File: config.mk
export PLATFORM = sky130hd
export DESIGN_NAME = cpuTop
export DESIGN_NICKNAME = d
export VERILOG_FILES = /design/src/source/cpuPkg.sv /design/src/source/aluUnit.sv /design/src/source/controlFsm.sv /design/src/source/cpuTop.sv /design/src/source/dataPath.sv /design/src/source/regFile.sv /design/src/source/statusFlags.sv
export SDC_FILE = /design/constraint.sdc
export NUM_CORES = 1
export LEC_CHECK = 0
export ABC_AREA = 1
export CORE_UTILIZATION = 53
export DETAILED_ROUTE_END_ITERATION = 12
export DONT_BUFFER_PORTS = 1
export GPL_ROUTABILITY_DRIVEN = 0
export GPL_TIMING_DRIVEN = 0
export MAX_ROUTING_LAYER = met4
export PLACE_DENSITY_LB_ADDON = 0.05
export RECOVER_POWER = 100
export SYNTH_ARGS = -nofsm -noshare
export SYNTH_HDL_FRONTEND = slang
export SYNTH_SLANG_ARGS = --single-unit
File: constraint.sdc
create_clock -name ld -period 5.7 [get_ports ld]
set_input_delay 0.57 -clock ld [delete_from_list [all_inputs] [get_ports ld]]
set_output_delay 0.57 -clock ld [all_outputs]
set_load 0.01 [all_outputs]
File: src/source/cpuPkg.sv
package cpuPkg;

	localparam int WORD_WIDTH = 16;
	localparam int NUM_REGS = 8;

	typedef logic [WORD_WIDTH-1:0] word_t;
	typedef logic [2:0] regAddr_t;

	localparam word_t RESET_PC = '0;

	// instruction bits 15..12
	typedef enum logic [3:0] {
		opAdd = 4'd0,
		opSub = 4'd1,
		opAnd = 4'd2,
		opOr = 4'd3,
		opTst = 4'd4,
		opLd = 4'd8,
		opSt = 4'd10
	} opCode_t;

	// instruction bits 11..9
	typedef enum logic [2:0] {
		modeImm = 3'd0,
		modeReg = 3'd1,
		modeAbs = 3'd3
	} addrMode_t;

	// jump condition, instruction bits 12..9
	typedef enum logic [3:0] {
		condAlways = 4'b0000,
		condZ = 4'b1000,
		condNz = 4'b1001,
		condC = 4'b1010,
		condNc = 4'b1011,
		condV = 4'b1100,
		condNv = 4'b1101,
		condS = 4'b1110,
		condNs = 4'b1111
	} condCode_t;

	typedef enum logic [1:0] {aluAdd, aluSub, aluAnd, aluOr} aluFn_t;

	typedef enum logic [3:0] {
		stReset, stFetchReq, stFetchWait, stDecode, stOperReq, stOperWait,
		stAddrReq, stExecute, stLoadAddrWait, stStoreWait, stJumpDecide, stHalt
	} cpuState_t;

	// sources of the MAR, the X bus, the register read port and the write data
	typedef enum logic {marPc, marMdr} marSrc_t;
	typedef enum logic [1:0] {xPc, xMdr, xReg} xSrc_t;
	typedef enum logic {readSrc, readDst} readSrc_t;
	typedef enum logic {writeAlu, writeMdr} writeSrc_t;

	typedef struct packed {
		logic z;
		logic c;
		logic v;
		logic s;
	} flags_t;

	typedef struct packed {
		logic loadPc;
		logic loadIr;
		logic loadMar;
		logic loadMdr;
		logic loadY;
		logic regWrite;
		logic loadFlags;
		marSrc_t marSel;
		xSrc_t xSel;
		readSrc_t regReadSel;
		writeSrc_t writeSel;
		aluFn_t aluFn;
		logic pcInc;
	} ctrlWord_t;

	typedef struct packed {
		logic read;
		logic write;
		word_t addr;
		word_t wdata;
	} memReq_t;

endpackage

File: src/source/aluUnit.sv
module aluUnit (
	input cpuPkg::word_t a,
	input cpuPkg::word_t b,
	input cpuPkg::aluFn_t fn,
	output cpuPkg::word_t result,
	output logic carry,
	output logic overflow
);
	import cpuPkg::*;

	word_t bAdd;
	word_t sum;
	logic subtract;
	logic sumCarry;

	// sub is a + ~b + 1 on the same adder
	assign subtract = (fn == aluSub);
	assign bAdd = subtract ? ~b : b;
	assign {sumCarry, sum} = {1'b0, a} + {1'b0, bAdd} + {{WORD_WIDTH{1'b0}}, subtract};

	always_comb begin
		case (fn)
			aluAnd: begin
				result = a & b;
				carry = 1'b0;
				overflow = 1'b0;
			end
			aluOr: begin
				result = a | b;
				carry = 1'b0;
				overflow = 1'b0;
			end
			default: begin
				result = sum;
				carry = sumCarry;
				// same operand signs, result sign differs
				overflow = (a[WORD_WIDTH-1] == bAdd[WORD_WIDTH-1]) &&
					(sum[WORD_WIDTH-1] != a[WORD_WIDTH-1]);
			end
		endcase
	end

endmodule

File: src/source/controlFsm.sv
module controlFsm (
	input logic ld,
	input logic rst,
	input logic [6:0] irHigh,
	input logic condMet,
	input logic memDone,
	output cpuPkg::ctrlWord_t ctrl,
	output logic memRead,
	output logic memWrite,
	output logic halted
);
	import cpuPkg::*;

	cpuState_t state;
	cpuState_t nextState;
	logic [3:0] opField;
	logic [2:0] modeField;
	logic isJump;
	logic isAluOp;
	logic isAluImm;
	logic isAluReg;
	logic isLoad;
	logic isLoadAbs;
	logic isStore;
	logic isTst;
	aluFn_t opFn;

	assign opField = irHigh[6:3];
	assign modeField = irHigh[2:0];

	// instruction classes kept by this core
	assign isJump = (irHigh[6:4] == 3'b110);
	assign isAluOp = opField inside {opAdd, opSub, opAnd, opOr, opTst};
	assign isAluImm = isAluOp && (modeField == modeImm);
	assign isAluReg = isAluOp && (modeField == modeReg);
	assign isLoad = (opField == opLd) && (modeField inside {modeImm, modeAbs});
	assign isLoadAbs = (opField == opLd) && (modeField == modeAbs);
	assign isStore = (opField == opSt) && (modeField == modeAbs);
	assign isTst = (opField == opTst);

	always_comb begin
		case (opField)
			opAdd: opFn = aluAdd;
			opAnd: opFn = aluAnd;
			opOr: opFn = aluOr;
			// sub and tst share the subtractor
			default: opFn = aluSub;
		endcase
	end

	always_ff @(posedge ld or negedge rst) begin
		if (!rst) begin
			state <= stReset;
		end else begin
			state <= nextState;
		end
	end

	always_comb begin
		nextState = state;
		case (state)
			stReset: nextState = stFetchReq;
			stFetchReq: nextState = stFetchWait;
			stFetchWait: begin
				if (memDone) begin
					nextState = stDecode;
				end
			end
			stDecode: begin
				if (isJump || isAluImm || isLoad || isStore) begin
					nextState = stOperReq;
				end else if (isAluReg) begin
					nextState = stExecute;
				end else begin
					nextState = stHalt;
				end
			end
			stOperReq: nextState = stOperWait;
			stOperWait: begin
				if (memDone) begin
					if (isJump) begin
						nextState = stJumpDecide;
					end else if (isLoadAbs || isStore) begin
						nextState = stAddrReq;
					end else begin
						nextState = stExecute;
					end
				end
			end
			stAddrReq: nextState = isStore ? stStoreWait : stLoadAddrWait;
			stLoadAddrWait: begin
				if (memDone) begin
					nextState = stExecute;
				end
			end
			stStoreWait: begin
				if (memDone) begin
					nextState = stFetchReq;
				end
			end
			stExecute, stJumpDecide: nextState = stFetchReq;
			default: nextState = stHalt;
		endcase
	end

	// one control word per state
	always_comb begin
		ctrl = '0;
		memRead = 1'b0;
		memWrite = 1'b0;
		case (state)
			stFetchReq, stOperReq: begin
				ctrl.loadMar = 1'b1;
				ctrl.marSel = marPc;
				ctrl.pcInc = 1'b1;
			end
			stFetchWait: begin
				memRead = 1'b1;
				ctrl.loadIr = 1'b1;
			end
			// Y takes R[dst] whether or not the class uses it
			stDecode: begin
				ctrl.loadY = 1'b1;
				ctrl.xSel = xReg;
				ctrl.regReadSel = readDst;
			end
			stOperWait, stLoadAddrWait: begin
				memRead = 1'b1;
				ctrl.loadMdr = 1'b1;
			end
			stAddrReq: begin
				ctrl.loadMar = 1'b1;
				ctrl.marSel = marMdr;
				if (isStore) begin
					ctrl.loadMdr = 1'b1;
					ctrl.xSel = xReg;
					ctrl.regReadSel = readDst;
				end
			end
			stStoreWait: memWrite = 1'b1;
			stExecute: begin
				if (isLoad) begin
					ctrl.regWrite = 1'b1;
					ctrl.writeSel = writeMdr;
				end else begin
					ctrl.xSel = (modeField == modeReg) ? xReg : xMdr;
					ctrl.regReadSel = readSrc;
					ctrl.aluFn = opFn;
					ctrl.loadFlags = 1'b1;
					ctrl.regWrite = !isTst;
					ctrl.writeSel = writeAlu;
				end
			end
			stJumpDecide: begin
				if (condMet) begin
					ctrl.loadPc = 1'b1;
					ctrl.xSel = xMdr;
				end
			end
			default: ;
		endcase
	end

	assign halted = (state == stHalt);

	noReadWrite: assert property (@(posedge ld) disable iff (!rst) !(memRead && memWrite))
		else $error("read and write requested in the same cycle");

endmodule

File: src/source/cpuTop.sv
module cpuTop (
	input logic ld,
	input logic rst,
	output cpuPkg::memReq_t memReq,
	input cpuPkg::word_t memRdata,
	input logic memDone,
	output logic halted
);
	import cpuPkg::*;

	ctrlWord_t ctrl;
	logic [6:0] irHigh;
	logic condMet;
	logic memRead;
	logic memWrite;
	word_t memAddr;
	word_t memWdata;

	controlFsm u_controlFsm (
		.ld(ld),
		.rst(rst),
		.irHigh(irHigh),
		.condMet(condMet),
		.memDone(memDone),
		.ctrl(ctrl),
		.memRead(memRead),
		.memWrite(memWrite),
		.halted(halted)
	);

	dataPath u_dataPath (
		.ld(ld),
		.rst(rst),
		.ctrl(ctrl),
		.memRdata(memRdata),
		.memDone(memDone),
		.memAddr(memAddr),
		.memWdata(memWdata),
		.irHigh(irHigh),
		.condMet(condMet)
	);

	// strobes from the controller, address and data from the datapath
	assign memReq.read = memRead;
	assign memReq.write = memWrite;
	assign memReq.addr = memAddr;
	assign memReq.wdata = memWdata;

endmodule

File: src/source/dataPath.sv
module dataPath (
	input logic ld,
	input logic rst,
	input cpuPkg::ctrlWord_t ctrl,
	input cpuPkg::word_t memRdata,
	input logic memDone,
	output cpuPkg::word_t memAddr,
	output cpuPkg::word_t memWdata,
	output logic [6:0] irHigh,
	output logic condMet
);
	import cpuPkg::*;

	word_t pc;
	word_t ir;
	word_t mar;
	word_t mdr;
	word_t y;
	word_t xBus;
	word_t regRead;
	word_t aluResult;
	word_t writeData;
	regAddr_t readAddr;
	logic aluCarry;
	logic aluOverflow;

	// src is ir[8:6] and dst is ir[2:0]
	assign readAddr = (ctrl.regReadSel == readDst) ? ir[2:0] : ir[8:6];

	always_comb begin
		case (ctrl.xSel)
			xMdr: xBus = mdr;
			xReg: xBus = regRead;
			default: xBus = pc;
		endcase
	end

	assign writeData = (ctrl.writeSel == writeMdr) ? mdr : aluResult;

	always_ff @(posedge ld or negedge rst) begin
		if (!rst) begin
			pc <= RESET_PC;
			ir <= '0;
			mar <= RESET_PC;
			mdr <= '0;
		end else begin
			// jump target arrives over the X bus from MDR
			if (ctrl.loadPc) begin
				pc <= xBus;
			end else if (ctrl.pcInc) begin
				pc <= pc + 16'd1;
			end
			if (ctrl.loadIr && memDone) begin
				ir <= memRdata;
			end
			if (ctrl.loadMar) begin
				mar <= (ctrl.marSel == marMdr) ? mdr : pc;
			end
			// read data on completion or store data from a register
			if (ctrl.loadMdr) begin
				if (memDone) begin
					mdr <= memRdata;
				end else if (ctrl.xSel == xReg) begin
					mdr <= xBus;
				end
			end
		end
	end

	always_ff @(posedge ld) begin
		if (ctrl.loadY) begin
			y <= xBus;
		end
	end

	regFile u_regFile (
		.ld(ld),
		.rst(rst),
		.readAddr(readAddr),
		.readData(regRead),
		.writeAddr(ir[2:0]),
		.writeData(writeData),
		.writeEn(ctrl.regWrite)
	);

	// Y holds R[dst], so a sub computes dst minus operand
	aluUnit u_aluUnit (
		.a(y),
		.b(xBus),
		.fn(ctrl.aluFn),
		.result(aluResult),
		.carry(aluCarry),
		.overflow(aluOverflow)
	);

	statusFlags u_statusFlags (
		.ld(ld),
		.rst(rst),
		.result(aluResult),
		.carry(aluCarry),
		.overflow(aluOverflow),
		.loadFlags(ctrl.loadFlags),
		.cond(condCode_t'(ir[12:9])),
		.condMet(condMet)
	);

	assign irHigh = ir[15:9];
	assign memAddr = mar;
	assign memWdata = mdr;

endmodule

File: src/source/regFile.sv
module regFile (
	input logic ld,
	input logic rst,
	input cpuPkg::regAddr_t readAddr,
	output cpuPkg::word_t readData,
	input cpuPkg::regAddr_t writeAddr,
	input cpuPkg::word_t writeData,
	input logic writeEn
);
	import cpuPkg::*;

	word_t regs [NUM_REGS];

	always_ff @(posedge ld or negedge rst) begin
		if (!rst) begin
			regs <= '{default: '0};
		end else if (writeEn) begin
			regs[writeAddr] <= writeData;
		end
	end

	// read port is combinational
	assign readData = regs[readAddr];

endmodule

File: src/source/statusFlags.sv
module statusFlags (
	input logic ld,
	input logic rst,
	input cpuPkg::word_t result,
	input logic carry,
	input logic overflow,
	input logic loadFlags,
	input cpuPkg::condCode_t cond,
	output logic condMet
);
	import cpuPkg::*;

	flags_t flags;

	always_ff @(posedge ld or negedge rst) begin
		if (!rst) begin
			flags <= '0;
		end else if (loadFlags) begin
			flags.z <= (result == '0);
			flags.c <= carry;
			flags.v <= overflow;
			flags.s <= result[WORD_WIDTH-1];
		end
	end

	// unlisted codes are never taken
	always_comb begin
		case (cond)
			condAlways: condMet = 1'b1;
			condZ: condMet = flags.z;
			condNz: condMet = !flags.z;
			condC: condMet = flags.c;
			condNc: condMet = !flags.c;
			condV: condMet = flags.v;
			condNv: condMet = !flags.v;
			condS: condMet = flags.s;
			condNs: condMet = !flags.s;
			default: condMet = 1'b0;
		endcase
	end

	// condition comes straight from the fetched instruction word
	condKnown: assert property (@(posedge ld) disable iff (!rst) !$isunknown(cond))
		else $error("jump condition unknown in the instruction register");

endmodule

==> summary.md, run 1 <==
| Metric | Value |
|---|---|
| Pwr dens | `around 230 nW/um^2` |
| Die Span Y | `about 160 um` |
| DIE AREA | `24100 um^2` |
| WHS | `approximately 0.26 ns` |
| Synthesized area | `around 12000 um^2` |
| Final #Nets | `around 1700` |
| Wire per inst | `slightly above 20 um` |
| CTS tree | `built` |
| Syn avg cell area | `around 7.6 um^2` |
| Core Rows | `between 50 and 60` |
| GRT met3 Usage | `roughly 7.9%` |
| Max-cap violations | `1` |
| DP Area | `roughly 13000 um^2` |
| Pins Over Slew Limit | `198` |
| ANT nets after route | `0` |
| # DRC | `0` |
| Largest net degree at the start of global routing | `approximately 200` |
| CP required | `6.10 ns` |
| Core box area | `between 20000 and 25000 um^2` |
| Post-Layout Cell Count | `roughly 2000` |
| Chip width | `between 150 and 200 um` |
| Largest delay share family, worst path | `compound AO/OA/AOI/OAI gates` |
| Cell mode on critical path | `nand3_1` |
| First-pass GRT wire length | `63.8 mm` |
| Multi-input gate area | `5780 um^2` |
| Critical path type | `reg2reg` |
| Failing checks | `max-capacitance violations, max-slew violations` |
| M1 GR Usage | `between 40 and 50%` |
| Area grow syn2layout | `9.91%` |
| Fillcell total | `2177` |
| IO Count | `between 50 and 60` |
| WP data arrival | `approximately 5.8 ns` |
| Lkg Pwr | `around 6.5 nW` |
| Detailed-placement wirelength estimate | `between 20 and 30 mm` |
| # clock sinks | `between 200 and 250` |
| Total number of vias | `approximately 12000` |
| All-Layer GR Usage | `a little over a third` |
| Final Core Density | `roughly 60%` |
| Design Area, Final | `about 14000 um^2` |
| Reg clk slew, reported paths | `roughly 0.060 ns` |
| Unrepaired setup endpoints after global routing | `no` |
| Endpoint type of the worst setup path | `flip-flop` |
| Placed cells | `between 1500 and 2000` |
| Max IR drop VDD | `0.207 mV` |
| Worst hold path class | `in2reg` |
| Worst-Margin Slew | `between 5 and 6 ns` |
| Final Hold Viols | `0` |
| Fmax | `~0.19 GHz` |
| Buf/Inv on CP | `6` |
| CTS buffer count | `25` |
| EDFF count, synth | `16` |
| Number of synthesized register bits | `around 210` |
| Initial antenna violation count | `1` |
| Status | `complete, but fails checks` |
| Gr ovfl total | `0` |
| Busiest grt layer | `met2` |
| Worst setup SP type | `flip-flop` |
| Number of global-route vias before repair | `about 11000` |
| Worst slew margin | `-236%` |
| Drt first-iter violations | `1576` |
| Critical path cell sequence | `buf_4, nor2_1, a21oi_1, nor2_1, o31ai_1, a31oi_2, buf_4, inv_4, o21ai_2, ha_1, clkinvlp_4, clkbuf_1, buf_4, o21ai_0, xor2_1, ha_1, a21oi_1, o21bai_1, a221oi_1, nand3_1, nand3_1, nand3_1, nand3_1, nand2_1` |
| Initial Util | `between 50% and 60%` |
| Commonest non-fill, non-tap cell in the layout | `nand2_1` |
| Crit path max fanout | `11` |
| Dominant synthesized flop cell | `dfrtp_1` |
| Final setup viols | `0` |
| Commonest cells after routing, fill and taps aside | `nand2_1 (414), dfrtp_1 (197), inv_1 (193), nand3_1 (189), o21ai_0 (168)` |
| Final period utilization | `93.8%` |
| Fin Clk Skew | `between 0.01 and 0.015 ns` |
| Longest Clk Path Bufs | `3` |
| Sequential element share of the synthesized area | `roughly 43%` |
| Drt first pass iters | `6` |
| Post-synth ARST share | `between 90% and 100%` |
| Htree depth | `1` |
| CP peak stage delay | `between 0.5 and 0.6 ns` |
| Share of layout cells above drive strength 1 | `around 7.3%` |
| Cells after Synth | `~1600` |
| Reg area | `around 5400 um^2` |
| Routed vias/inst | `approximately 5.9` |
| Slowest-stage cell, CP | `o21ai_0` |
| Final min period | `roughly 5.3 ns` |
| Root buf cell | `clkbuf_16` |
| Met2 Use GR | `between 50% and 60%` |
| Total wire length | `41.4 mm` |
| YS warnings | `0` |
| Port buffer count | `0` |
| Synth cell types | `54` |
| Skew-Pair Late Insertion Delay | `about 0.52 ns` |
| Syn Nets | `approximately 1700` |
metal layers:
| metal | wire length [um] | part of all wire (%) |
|---|---|---|
| met4 | 1560 | 3.8 |
| met5 | 0 | 0 |
| met1 | 17900 | 43 |
| met3 | 4340 | 10 |
| met2 | 17600 | 42 |
state kept, by name, indices dropped and copies added (netlist names):
name                            cells
u_controlFsm.state                  4
u_dataPath.y                       16
u_dataPath.u_regFile.regs         128
u_dataPath.memAddr                 16
u_dataPath.pc                      16
u_dataPath.ir                      13
u_dataPath.memWdata                16
u_dataPath.u_statusFlags.flags      4
where the power goes:
| group | internal (mW) | switching [mW] | leakage (nW) |
|---|---|---|---|
| sequential | 1.53 | 0 | 2.78 |
| combinational | 0.00199 | 0.0365 | 3.27 |
| clock | 0.993 | 0.650 | 0.406 |
| total | 2.52 | 0.686 | 6.45 |
metrics by stage:
step | setup slack, ns | total power [mW] | TNS (ns)
global route | 0.0119 | 3.29 | 0
detailed placement | -1.08 | 1.56 | -19.91
CTS | 0.00991 | 3.22 | 0
global placement | -1.05 | 1.56 | -19.91
finish | 0.355 | 3.21 | 0
floorplan | 0.865 | 1.56 | 0
timing repair:
item                       CTS  global route
hold endpoints to repair   197             0
setup endpoints to repair   42            17
hold buffers                 1             0
gates resized for setup     14            18
buffers inserted             5             0
layout make-up:
class	count	area share, %
Multi-Input combinational cell	1147	42.3
Sequential cell	213	39.5
Inverter	207	5.72
Clock buffer	35	5.14
Buffer	71	3.26
Tap cell	313	2.86
Clock inverter	10	0.951
Timing Repair Buffer	6	0.256
Antenna cell	1	0.0183
Yosys cell counts (18+ instances only):
master	n	area share (%)
xor2_1	27	1.9
o211ai_1	22	1.3
nand2_1	407	12
a21oi_1	72	2.9
inv_1	195	5.9
dfrtp_1	197	40
a31oi_1	19	0.95
o21ai_0	157	6.3
nor2_1	100	3.0
nand3_1	182	7.3
o21ai_1	26	1.0
clkbuf_1	33	0.99
ha_1	18	1.8
final timing paths:
check	startpoint	end	slack, ns	cells after the start
worst max-delay path	u_dataPath.ir[10]	u_dataPath.u_regFile.regs[47]	0.36	24
worst min-delay path	memRdata[9]	u_dataPath.ir[9]	0.26	2
worst max register to register	u_dataPath.ir[10]	u_dataPath.u_regFile.regs[47]	0.36	24
worst min register to register	u_dataPath.u_regFile.regs[37]	u_dataPath.u_regFile.regs[37]	0.48	2
max in group asynchronous	rst	u_dataPath.memWdata[2]	0.96	1
min in group asynchronous	rst	u_dataPath.u_regFile.regs[20]	1.78	1
cells by family after synthesis:
| kind of cell | Yosys count | synth area share (%) |
|---|---|---|
| XOR/XNOR | 31 | 2.18 |
| AO/OA/AOI/OAI | 347 | 16.0 |
| adder cells (fa/ha/maj) | 20 | 2.05 |
| flip-flops | 213 | 43.5 |
| buffers and inverters | 280 | 9.77 |
| AND/OR/NAND/NOR | 749 | 26.5 |
No activity file was read; power rests on OpenSTA's default activity.
==> run 2, diff against run 1 <==
Settings changed: MAX_ROUTING_LAYER met4 to not set, SYNTH_HIERARCHICAL set to 1.
==> summary.md, run 2 <==
| Metric | Value |
|---|---|
| Status | `complete, but fails checks (unchanged)` |
| Failing checks | `max-capacitance violations, max-slew violations (unchanged)` |
| Fillcell total | `2237 (was 2177)` |
| Critical path type | `reg2reg (unchanged)` |
| Endpoint type of the worst setup path | `flip-flop (unchanged)` |
| Slowest-stage cell, CP | `dfrtp_1 (was o21ai_0)` |
| FF-to-FF path depth | `31 (was 24)` |
| Port buffer count | `0 (unchanged)` |
| Gr ovfl total | `0 (unchanged)` |
| Initial Util | `54.7% (was 54.5%)` |
| Yosys top cell by area | `dfrtp_1 (unchanged)` |
| CP peak stage delay | `0.42 ns (was 0.59 ns)` |
| Crit path max fanout | `10 (was 11)` |
| Hold depth | `1 (was 2)` |
| IO Count | `54 (unchanged)` |
| Worst hold path class | `in2reg (unchanged)` |
| # DRC | `0 (unchanged)` |
| Share of layout cells above drive strength 1 | `11.3% (was 7.28%)` |
| Final period utilization | `94.9% (was 93.8%)` |
| YS warnings | `6 (was 0)` |
| Wire per inst | `18.2 um (was 20.7 um)` |
| Commonest non-fill, non-tap cell in the layout | `nand2_1 (unchanged)` |
| All-Layer GR Usage | `33.0% (was 36.0%)` |
| Htree depth | `1 (unchanged)` |
| EDFF count, synth | `16 (unchanged)` |
| Root buf cell | `clkbuf_16 (unchanged)` |
| Synth cell types | `48 (was 54)` |
| Synthesized area | `13000 um^2 (was 12500 um^2)` |
| Final min period | `5.41 ns (was 5.34 ns)` |
| Skew-Pair Late Insertion Delay | `0.54 ns (was 0.52 ns)` |
| Dominant synthesized flop cell | `dfrtp_1 (unchanged)` |
| Largest net degree at the start of global routing | `198 (unchanged)` |
| # clock sinks | `213 (unchanged)` |
| Number of synthesized register bits | `213 (unchanged)` |
| Largest register FFs | `128 (unchanged)` |
| Top cells by area, synth | `dfrtp_1 (38%), nand2_1 (17%), inv_1 (7.3%) (was dfrtp_1 (40%), nand2_1 (12%), nand3_1 (7.3%))` |
| First-pass GRT wire length | `62.1 mm (was 63.8 mm)` |
| Syn Nets | `1874 (was 1678)` |
| Buf/Inv on CP | `6 (unchanged)` |
| CTS buffer count | `25 (unchanged)` |
| Detailed-placement wirelength estimate | `29.1 mm (was 29.2 mm)` |
| Cell mode on critical path | `nand2_1 (was nand3_1)` |
| Top-area cell type share of the netlist area | `37.9% (was 39.6%)` |
| Sequential element share of the synthesized area | `41.6% (was 43.5%)` |
| Worst slew margin | `-193% (was -236%)` |
| Worst setup SP type | `flip-flop (unchanged)` |
| Fmax | `0.185 GHz (was 0.187 GHz)` |
| Core box area | `23800 um^2 (was 22800 um^2)` |
| Total number of vias | `12095 (was 11808)` |
| Post-synth top cells | `nand2_1 (591), inv_1 (252), dfrtp_1 (197) (was nand2_1 (407), dfrtp_1 (197), inv_1 (195))` |
| Placed cells | `2152 (was 1953)` |
| Most flops, register | `u_dataPath/u_regFile/regs (was u_dataPath.u_regFile.regs)` |
| Drt first pass iters | `6 (unchanged)` |
| Die Span Y | `159 um (was 155 um)` |
| Max IR drop VDD | `0.218 mV (was 0.207 mV)` |
| Max-cap violations | `1 (unchanged)` |
| Post-synth ARST share | `92.5% (unchanged)` |
| Lkg Pwr | `7.14 nW (was 6.45 nW)` |
| Final setup viols | `0 (unchanged)` |
| Cell depth of the worst setup path | `31 (was 24)` |
| Routed vias/inst | `5.49 (was 5.90)` |
| Post-Layout Cell Count | `2204 (was 2003)` |
| CTS tree | `built (unchanged)` |
| Most frequent cell after synthesis | `nand2_1 (unchanged)` |
| Area grow syn2layout | `10.5% (was 9.91%)` |
| Drt first-iter violations | `1293 (was 1576)` |
| Cells after Synth | `1833 (was 1640)` |
| ANT nets after route | `0 (unchanged)` |
| Final worst slack | `0.293 ns (was 0.355 ns)` |
| Chip width | `159 um (was 155 um)` |
| WP data arrival | `5.79 ns (was 5.75 ns)` |
| Pre-CTS setup slack | `-0.708 ns (was -1.08 ns)` |
| DIE AREA | `25100 um^2 (was 24100 um^2)` |
| Largest delay share family, worst path | `simple AND/OR/NAND/NOR gates (was compound AO/OA/AOI/OAI gates)` |
| Reg clk slew, reported paths | `0.06 ns (about the same)` |
| Unrepaired setup endpoints after global routing | `no (unchanged)` |
| Longest Clk Path Bufs | `3 (unchanged)` |
| WHS | `0.197 ns (was 0.265 ns)` |
| Total Power | `3.17 mW (was 3.21 mW)` |
| Worst-Margin Slew | `4.40 ns (was 5.04 ns)` |
| Number of global-route vias before repair | `11215 (was 11088)` |
| CP required | `6.09 ns (was 6.10 ns)` |
| Total wire length | `40.2 mm (was 41.4 mm)` |
| Syn avg cell area | `7.09 um^2 (was 7.59 um^2)` |
| Core Rows | `56 (was 55)` |
| Pins Over Slew Limit | `198 (unchanged)` |
| Final Core Density | `60.4% (was 59.9%)` |
| Final Hold Viols | `0 (unchanged)` |
| Initial antenna violation count | `1 (unchanged)` |
| Commonest cells after routing, fill and taps aside | `nand2_1 (592), inv_1 (246), dfrtp_1 (195), o21ai_0 (185), nand3_1 (138) (was nand2_1 (414), dfrtp_1 (197), inv_1 (193), nand3_1 (189), o21ai_0 (168))` |
| Pwr dens | `221 nW/um^2 (was 234 nW/um^2)` |
| Fin Clk Skew | `0.0238 ns (was 0.0118 ns)` |
| Final #Nets | `1907 (was 1709)` |
## run 2: cell types whose count changed in the layout (fill, tap and decap cells not counted), moves of 22 or more
cell      before  now
buf_2          4   39
inv_1        193  246
nand3_1      189  138
xor2_1        26    4
clkbuf_1      41   18
nand2_1      414  592
## run 2: path summary, 6_finish.rpt
path / to / start / slack [ns]
setup / recovery: u_dataPath/u_regFile/regs[110] / u_controlFsm/state[1] / 0.29
hold / removal: u_dataPath/ir[10] / memRdata[10] / 0.20
setup reg to reg: u_dataPath/u_regFile/regs[110] / u_controlFsm/state[1] / 0.29
hold reg to reg: u_dataPath/u_regFile/regs[95] / u_dataPath/u_regFile/regs[95] / 0.48
max in group asynchronous: u_dataPath/ir[10] / rst / 1.25
min in group asynchronous: u_dataPath/u_regFile/regs[126] / rst / 1.63
## run 2: layout make-up
type	count	area, um^2	share of cell area [%]
multi-input combinational	1261	6110	42.5
sequential	213	5410	37.7
inverter	272	1050	7.29
clock buffer	38	764	5.33
buffer	88	517	3.60
tap	319	399	2.78
clock inverter	6	62.6	0.436
timing repair buffer	5	43.8	0.305
antenna	2	5.00	0.0349
## run 2: report_power, final
part	switching [mW]	total, mW	leakage, nW	internal, mW
Sequential	0	1.53	2.84	1.53
Clock	0.639	1.60	0.412	0.964
Combinational	0.0348	0.0370	3.89	0.00224
## run 2: routing by layer
metal	share of wire, %	wire length (um)	track usage [%]
met1	44	17600	47.6
met2	44	17700	50.9
met5	0.042	17	0
met3	10	4020	6.78
met4	2.1	828	7.28
## run 2: timing repair
action                                  CTS  global route
pin swaps                                 1             1
gates cloned                              1             0
hold endpoints to repair                197             0
gates resized for setup                   6            58
endpoints found under the setup margin  119            99
buffers inserted                          1             3
hold buffers                              1             0
## run 2: cell families (layout without fill, tap and decap cells)
group	Yosys count	count (layout)	synth area share, %
compound gates	310	310	13.1
xor+xnor	19	19	1.28
fa+ha+maj	22	22	2.18
buf+inv	360	409	11.6
flops	213	213	41.6
mux	18	18	1.56
other cells	0	2	0
simple gates	891	892	28.6
## run 2: through the flow
| step | TNS, ns | area [um^2] |
|---|---|---|
| floorplan | 0 | 13000 |
| global placement | -40.97 | 13400 |
| detailed placement | -39.76 | 13400 |
| CTS | 0 | 14300 |
| global route | 0 | 14400 |
| finish | 0 | 14400 |
## run 2: worst register-to-register path, delay by kind of cell (launching register included)
kind,cells,cell delay [ns]
flops,1,0.42
mux,2,0.73
buf+inv,6,0.86
simple gates,19,2.37
compound gates,3,0.52
fa+ha+maj,1,0.39
==> run 3, diff against run 2 <==
Settings changed: SKIP_LAST_GASP set to 1.
Clock period 5.7 ns to 5.57 ns, I/O delays scaled along.
==> summary.md, run 3 (synthesis results as in run 2) <==
| Metric | Value |
|---|---|
| Status | `complete, but fails checks (unchanged)` |
| Failing checks | `max-capacitance violations, max-slew violations (unchanged)` |
| CP required | `6.01 ns (was 6.09 ns)` |
| Routed vias/inst | `5.52 (was 5.49)` |
| # clock sinks | `213 (unchanged)` |
| Worst slew margin | `-192% (was -193%)` |
| Pwr dens | `225 nW/um^2 (was 221 nW/um^2)` |
| FF-to-FF path depth | `28 (was 31)` |
| CP peak stage delay | `0.46 ns (was 0.42 ns)` |
| Largest register FFs | `128 (unchanged)` |
| R2R setup slack | `0.27 ns (was 0.29 ns)` |
| Root buf cell | `clkbuf_16 (unchanged)` |
| Met2 Use GR | `50.9% (about the same)` |
| Fin Clk Skew | `0.0189 ns (was 0.0238 ns)` |
| WP data arrival | `5.74 ns (was 5.79 ns)` |
| Die Span Y | `159 um (unchanged)` |
| Port buffer count | `0 (unchanged)` |
| Crit path max fanout | `10 (unchanged)` |
| Drt first-iter violations | `1263 (was 1293)` |
| ANT nets after route | `0 (unchanged)` |
| Hold depth | `1 (unchanged)` |
| Initial antenna violation count | `1 (unchanged)` |
| # DRC | `0 (unchanged)` |
| Chip width | `159 um (unchanged)` |
| Max-cap violations | `1 (unchanged)` |
| CTS buffer count | `25 (unchanged)` |
| Final min period | `5.30 ns (was 5.41 ns)` |
| Final Hold Viols | `0 (unchanged)` |
| Lkg Pwr | `7.14 nW (about the same)` |
| Reg clk slew, reported paths | `0.06 ns (about the same)` |
| Core box area | `23800 um^2 (unchanged)` |
| Worst-Margin Slew | `4.38 ns (was 4.40 ns)` |
| M1 GR Usage | `47.7% (was 47.6%)` |
| Slowest-stage cell, CP | `dfrtp_1 (unchanged)` |
| Number of global-route vias before repair | `11216 (was 11215)` |
| Total wire length | `40.2 mm (about the same)` |
| R2r startpoint | `u_controlFsm/state[3] (was u_controlFsm/state[1])` |
| Total number of vias | `12179 (was 12095)` |
| FF-to-FF End | `u_dataPath/u_regFile/regs[75] (was u_dataPath/u_regFile/regs[110])` |
| Most flops, register | `u_dataPath/u_regFile/regs (unchanged)` |
| Wire per inst | `18.2 um (about the same)` |
| Buf/Inv on CP | `8 (was 6)` |
| Busiest grt layer | `met2 (unchanged)` |
| CTS tree | `built (unchanged)` |
| Skew-Pair Late Insertion Delay | `0.53 ns (was 0.54 ns)` |
| Area grow syn2layout | `10.8% (was 10.5%)` |
| First-pass GRT wire length | `62.1 mm (about the same)` |
| Longest Clk Path Bufs | `3 (unchanged)` |
| Cell mode on critical path | `nand2_1 (unchanged)` |
| Final Core Density | `60.6% (was 60.4%)` |
| Worst setup SP type | `flip-flop (unchanged)` |
| Final period utilization | `95.2% (was 94.9%)` |
| Commonest cells after routing, fill and taps aside | `nand2_1 (586), inv_1 (243), dfrtp_1 (195), o21ai_0 (158), nand3_1 (138) (was nand2_1 (592), inv_1 (246), dfrtp_1 (195), o21ai_0 (185), nand3_1 (138))` |
| Critical path type | `reg2reg (unchanged)` |
| Htree depth | `1 (unchanged)` |
| Gr ovfl total | `0 (unchanged)` |
| Fmax | `0.189 GHz (was 0.185 GHz)` |
| Final setup viols | `0 (unchanged)` |
| Largest delay share family, worst path | `simple AND/OR/NAND/NOR gates (unchanged)` |
| IO Count | `54 (unchanged)` |
| Core Rows | `56 (unchanged)` |
| GRT met3 Usage | `6.83% (was 6.78%)` |
| Max IR drop VDD | `0.223 mV (was 0.218 mV)` |
| Pins Over Slew Limit | `198 (unchanged)` |
| Drt first pass iters | `6 (unchanged)` |
| Share of layout cells above drive strength 1 | `12.0% (was 11.3%)` |
| Placed cells | `2152 (unchanged)` |
| Worst hold path class | `in2reg (unchanged)` |
| Initial Util | `54.7% (unchanged)` |
| Hold_sp | `memRdata[10] (unchanged)` |
| Endpoint type of the worst setup path | `flip-flop (unchanged)` |
| Post-Layout Cell Count | `2206 (was 2204)` |
| DIE AREA | `25100 um^2 (unchanged)` |
| Largest net degree at the start of global routing | `198 (unchanged)` |
| Commonest non-fill, non-tap cell in the layout | `nand2_1 (unchanged)` |
| Detailed-placement wirelength estimate | `29.1 mm (unchanged)` |
| All-Layer GR Usage | `33.0% (about the same)` |
| Final #Nets | `1909 (was 1907)` |
| Worst Hold End | `u_dataPath/ir[10] (unchanged)` |
## run 3: how the worst max path moves through the flow
stage | depth (start not counted) | to | slack (ns) | start
floorplan | 30 | u_dataPath/u_regFile/regs[110] | 0.99 | u_controlFsm/state[3]
global placement | 30 | u_dataPath/u_regFile/regs[46] | -0.84 | u_controlFsm/state[3]
detailed placement | 30 | u_dataPath/u_regFile/regs[62] | -0.84 | u_controlFsm/state[3]
CTS | 33 | u_dataPath/u_regFile/regs[62] | -0.01 | u_dataPath/ir[9]
global route | 31 | u_dataPath/u_regFile/regs[93] | -0.002 | u_dataPath/ir[11]
finish | 28 | u_dataPath/u_regFile/regs[75] | 0.27 | u_controlFsm/state[3]
## run 3: per-stage QoR
| stage | worst slack, ns | hold slack (ns) | setup TNS [ns] | power [mW] | cell area (um^2) |
|---|---|---|---|---|---|
| 6_report | 0.267 | 0.185 | 0 | 3.24 | 14400 |
| 5_1_grt | -0.00171 | 0.177 | -0.00329 | 3.33 | 14400 |
| 4_1_cts | -0.0134 | 0.175 | -0.0134 | 3.27 | 14300 |
| 3_5_place_dp | -0.838 | 0.268 | -55.19 | 1.60 | 13400 |
| 3_3_place_gp | -0.842 | 0.267 | -56.44 | 1.60 | 13400 |
| 2_1_floorplan | 0.994 | 0.261 | 0 | 1.60 | 13000 |
## run 3: layout make-up
cell class / instances / area (um^2)
fillers: 2233 / 9350
multi-input cells: 1261 / 6130
flip-flops and latches: 213 / 5410
inverters: 272 / 1050
clock buffers: 38 / 764
plain buffers: 88 / 519
well taps: 319 / 399
clock inverters: 6 / 62.6
repair buffers: 7 / 58.8
diodes: 2 / 5.00
## run 3: what timing repair did
action / in CTS / in global routing
gates resized for setup: 8 / 76
setup endpoints to repair: 121 / 104
setup buffers: 3 / 3
pin swaps: 2 / 2
hold buffers: 1 / 0
cloned: 1 / 0
endpoints found under the hold margin: 197 / 0
## run 3: layer usage
layer	vias up	share of wire, %
met5	-	0.042
met4	2	2.2
met3	73	9.8
met2	499	44
met1	5775	44
li1	5830	-
## run 3: worst register-to-register path, delay by kind of cell (launching register included)
kind	cells	cell delay, ns
AO/OA/AOI/OAI	3	0.61
XOR/XNOR	1	0.12
adder cells (fa/ha/maj)	1	0.37
buffers and inverters	8	1.46
flip-flops	1	0.46
multiplexers	2	0.61
AND/OR/NAND/NOR	13	1.60
## run 3: power breakdown
part / total [mW] / switching [mW] / internal (mW)
sequential: 1.56 / 0 / 1.56
clock: 1.64 / 0.651 / 0.987
combinational: 0.0381 / 0.0358 / 0.00230
total: 3.24 / 0.687 / 2.55
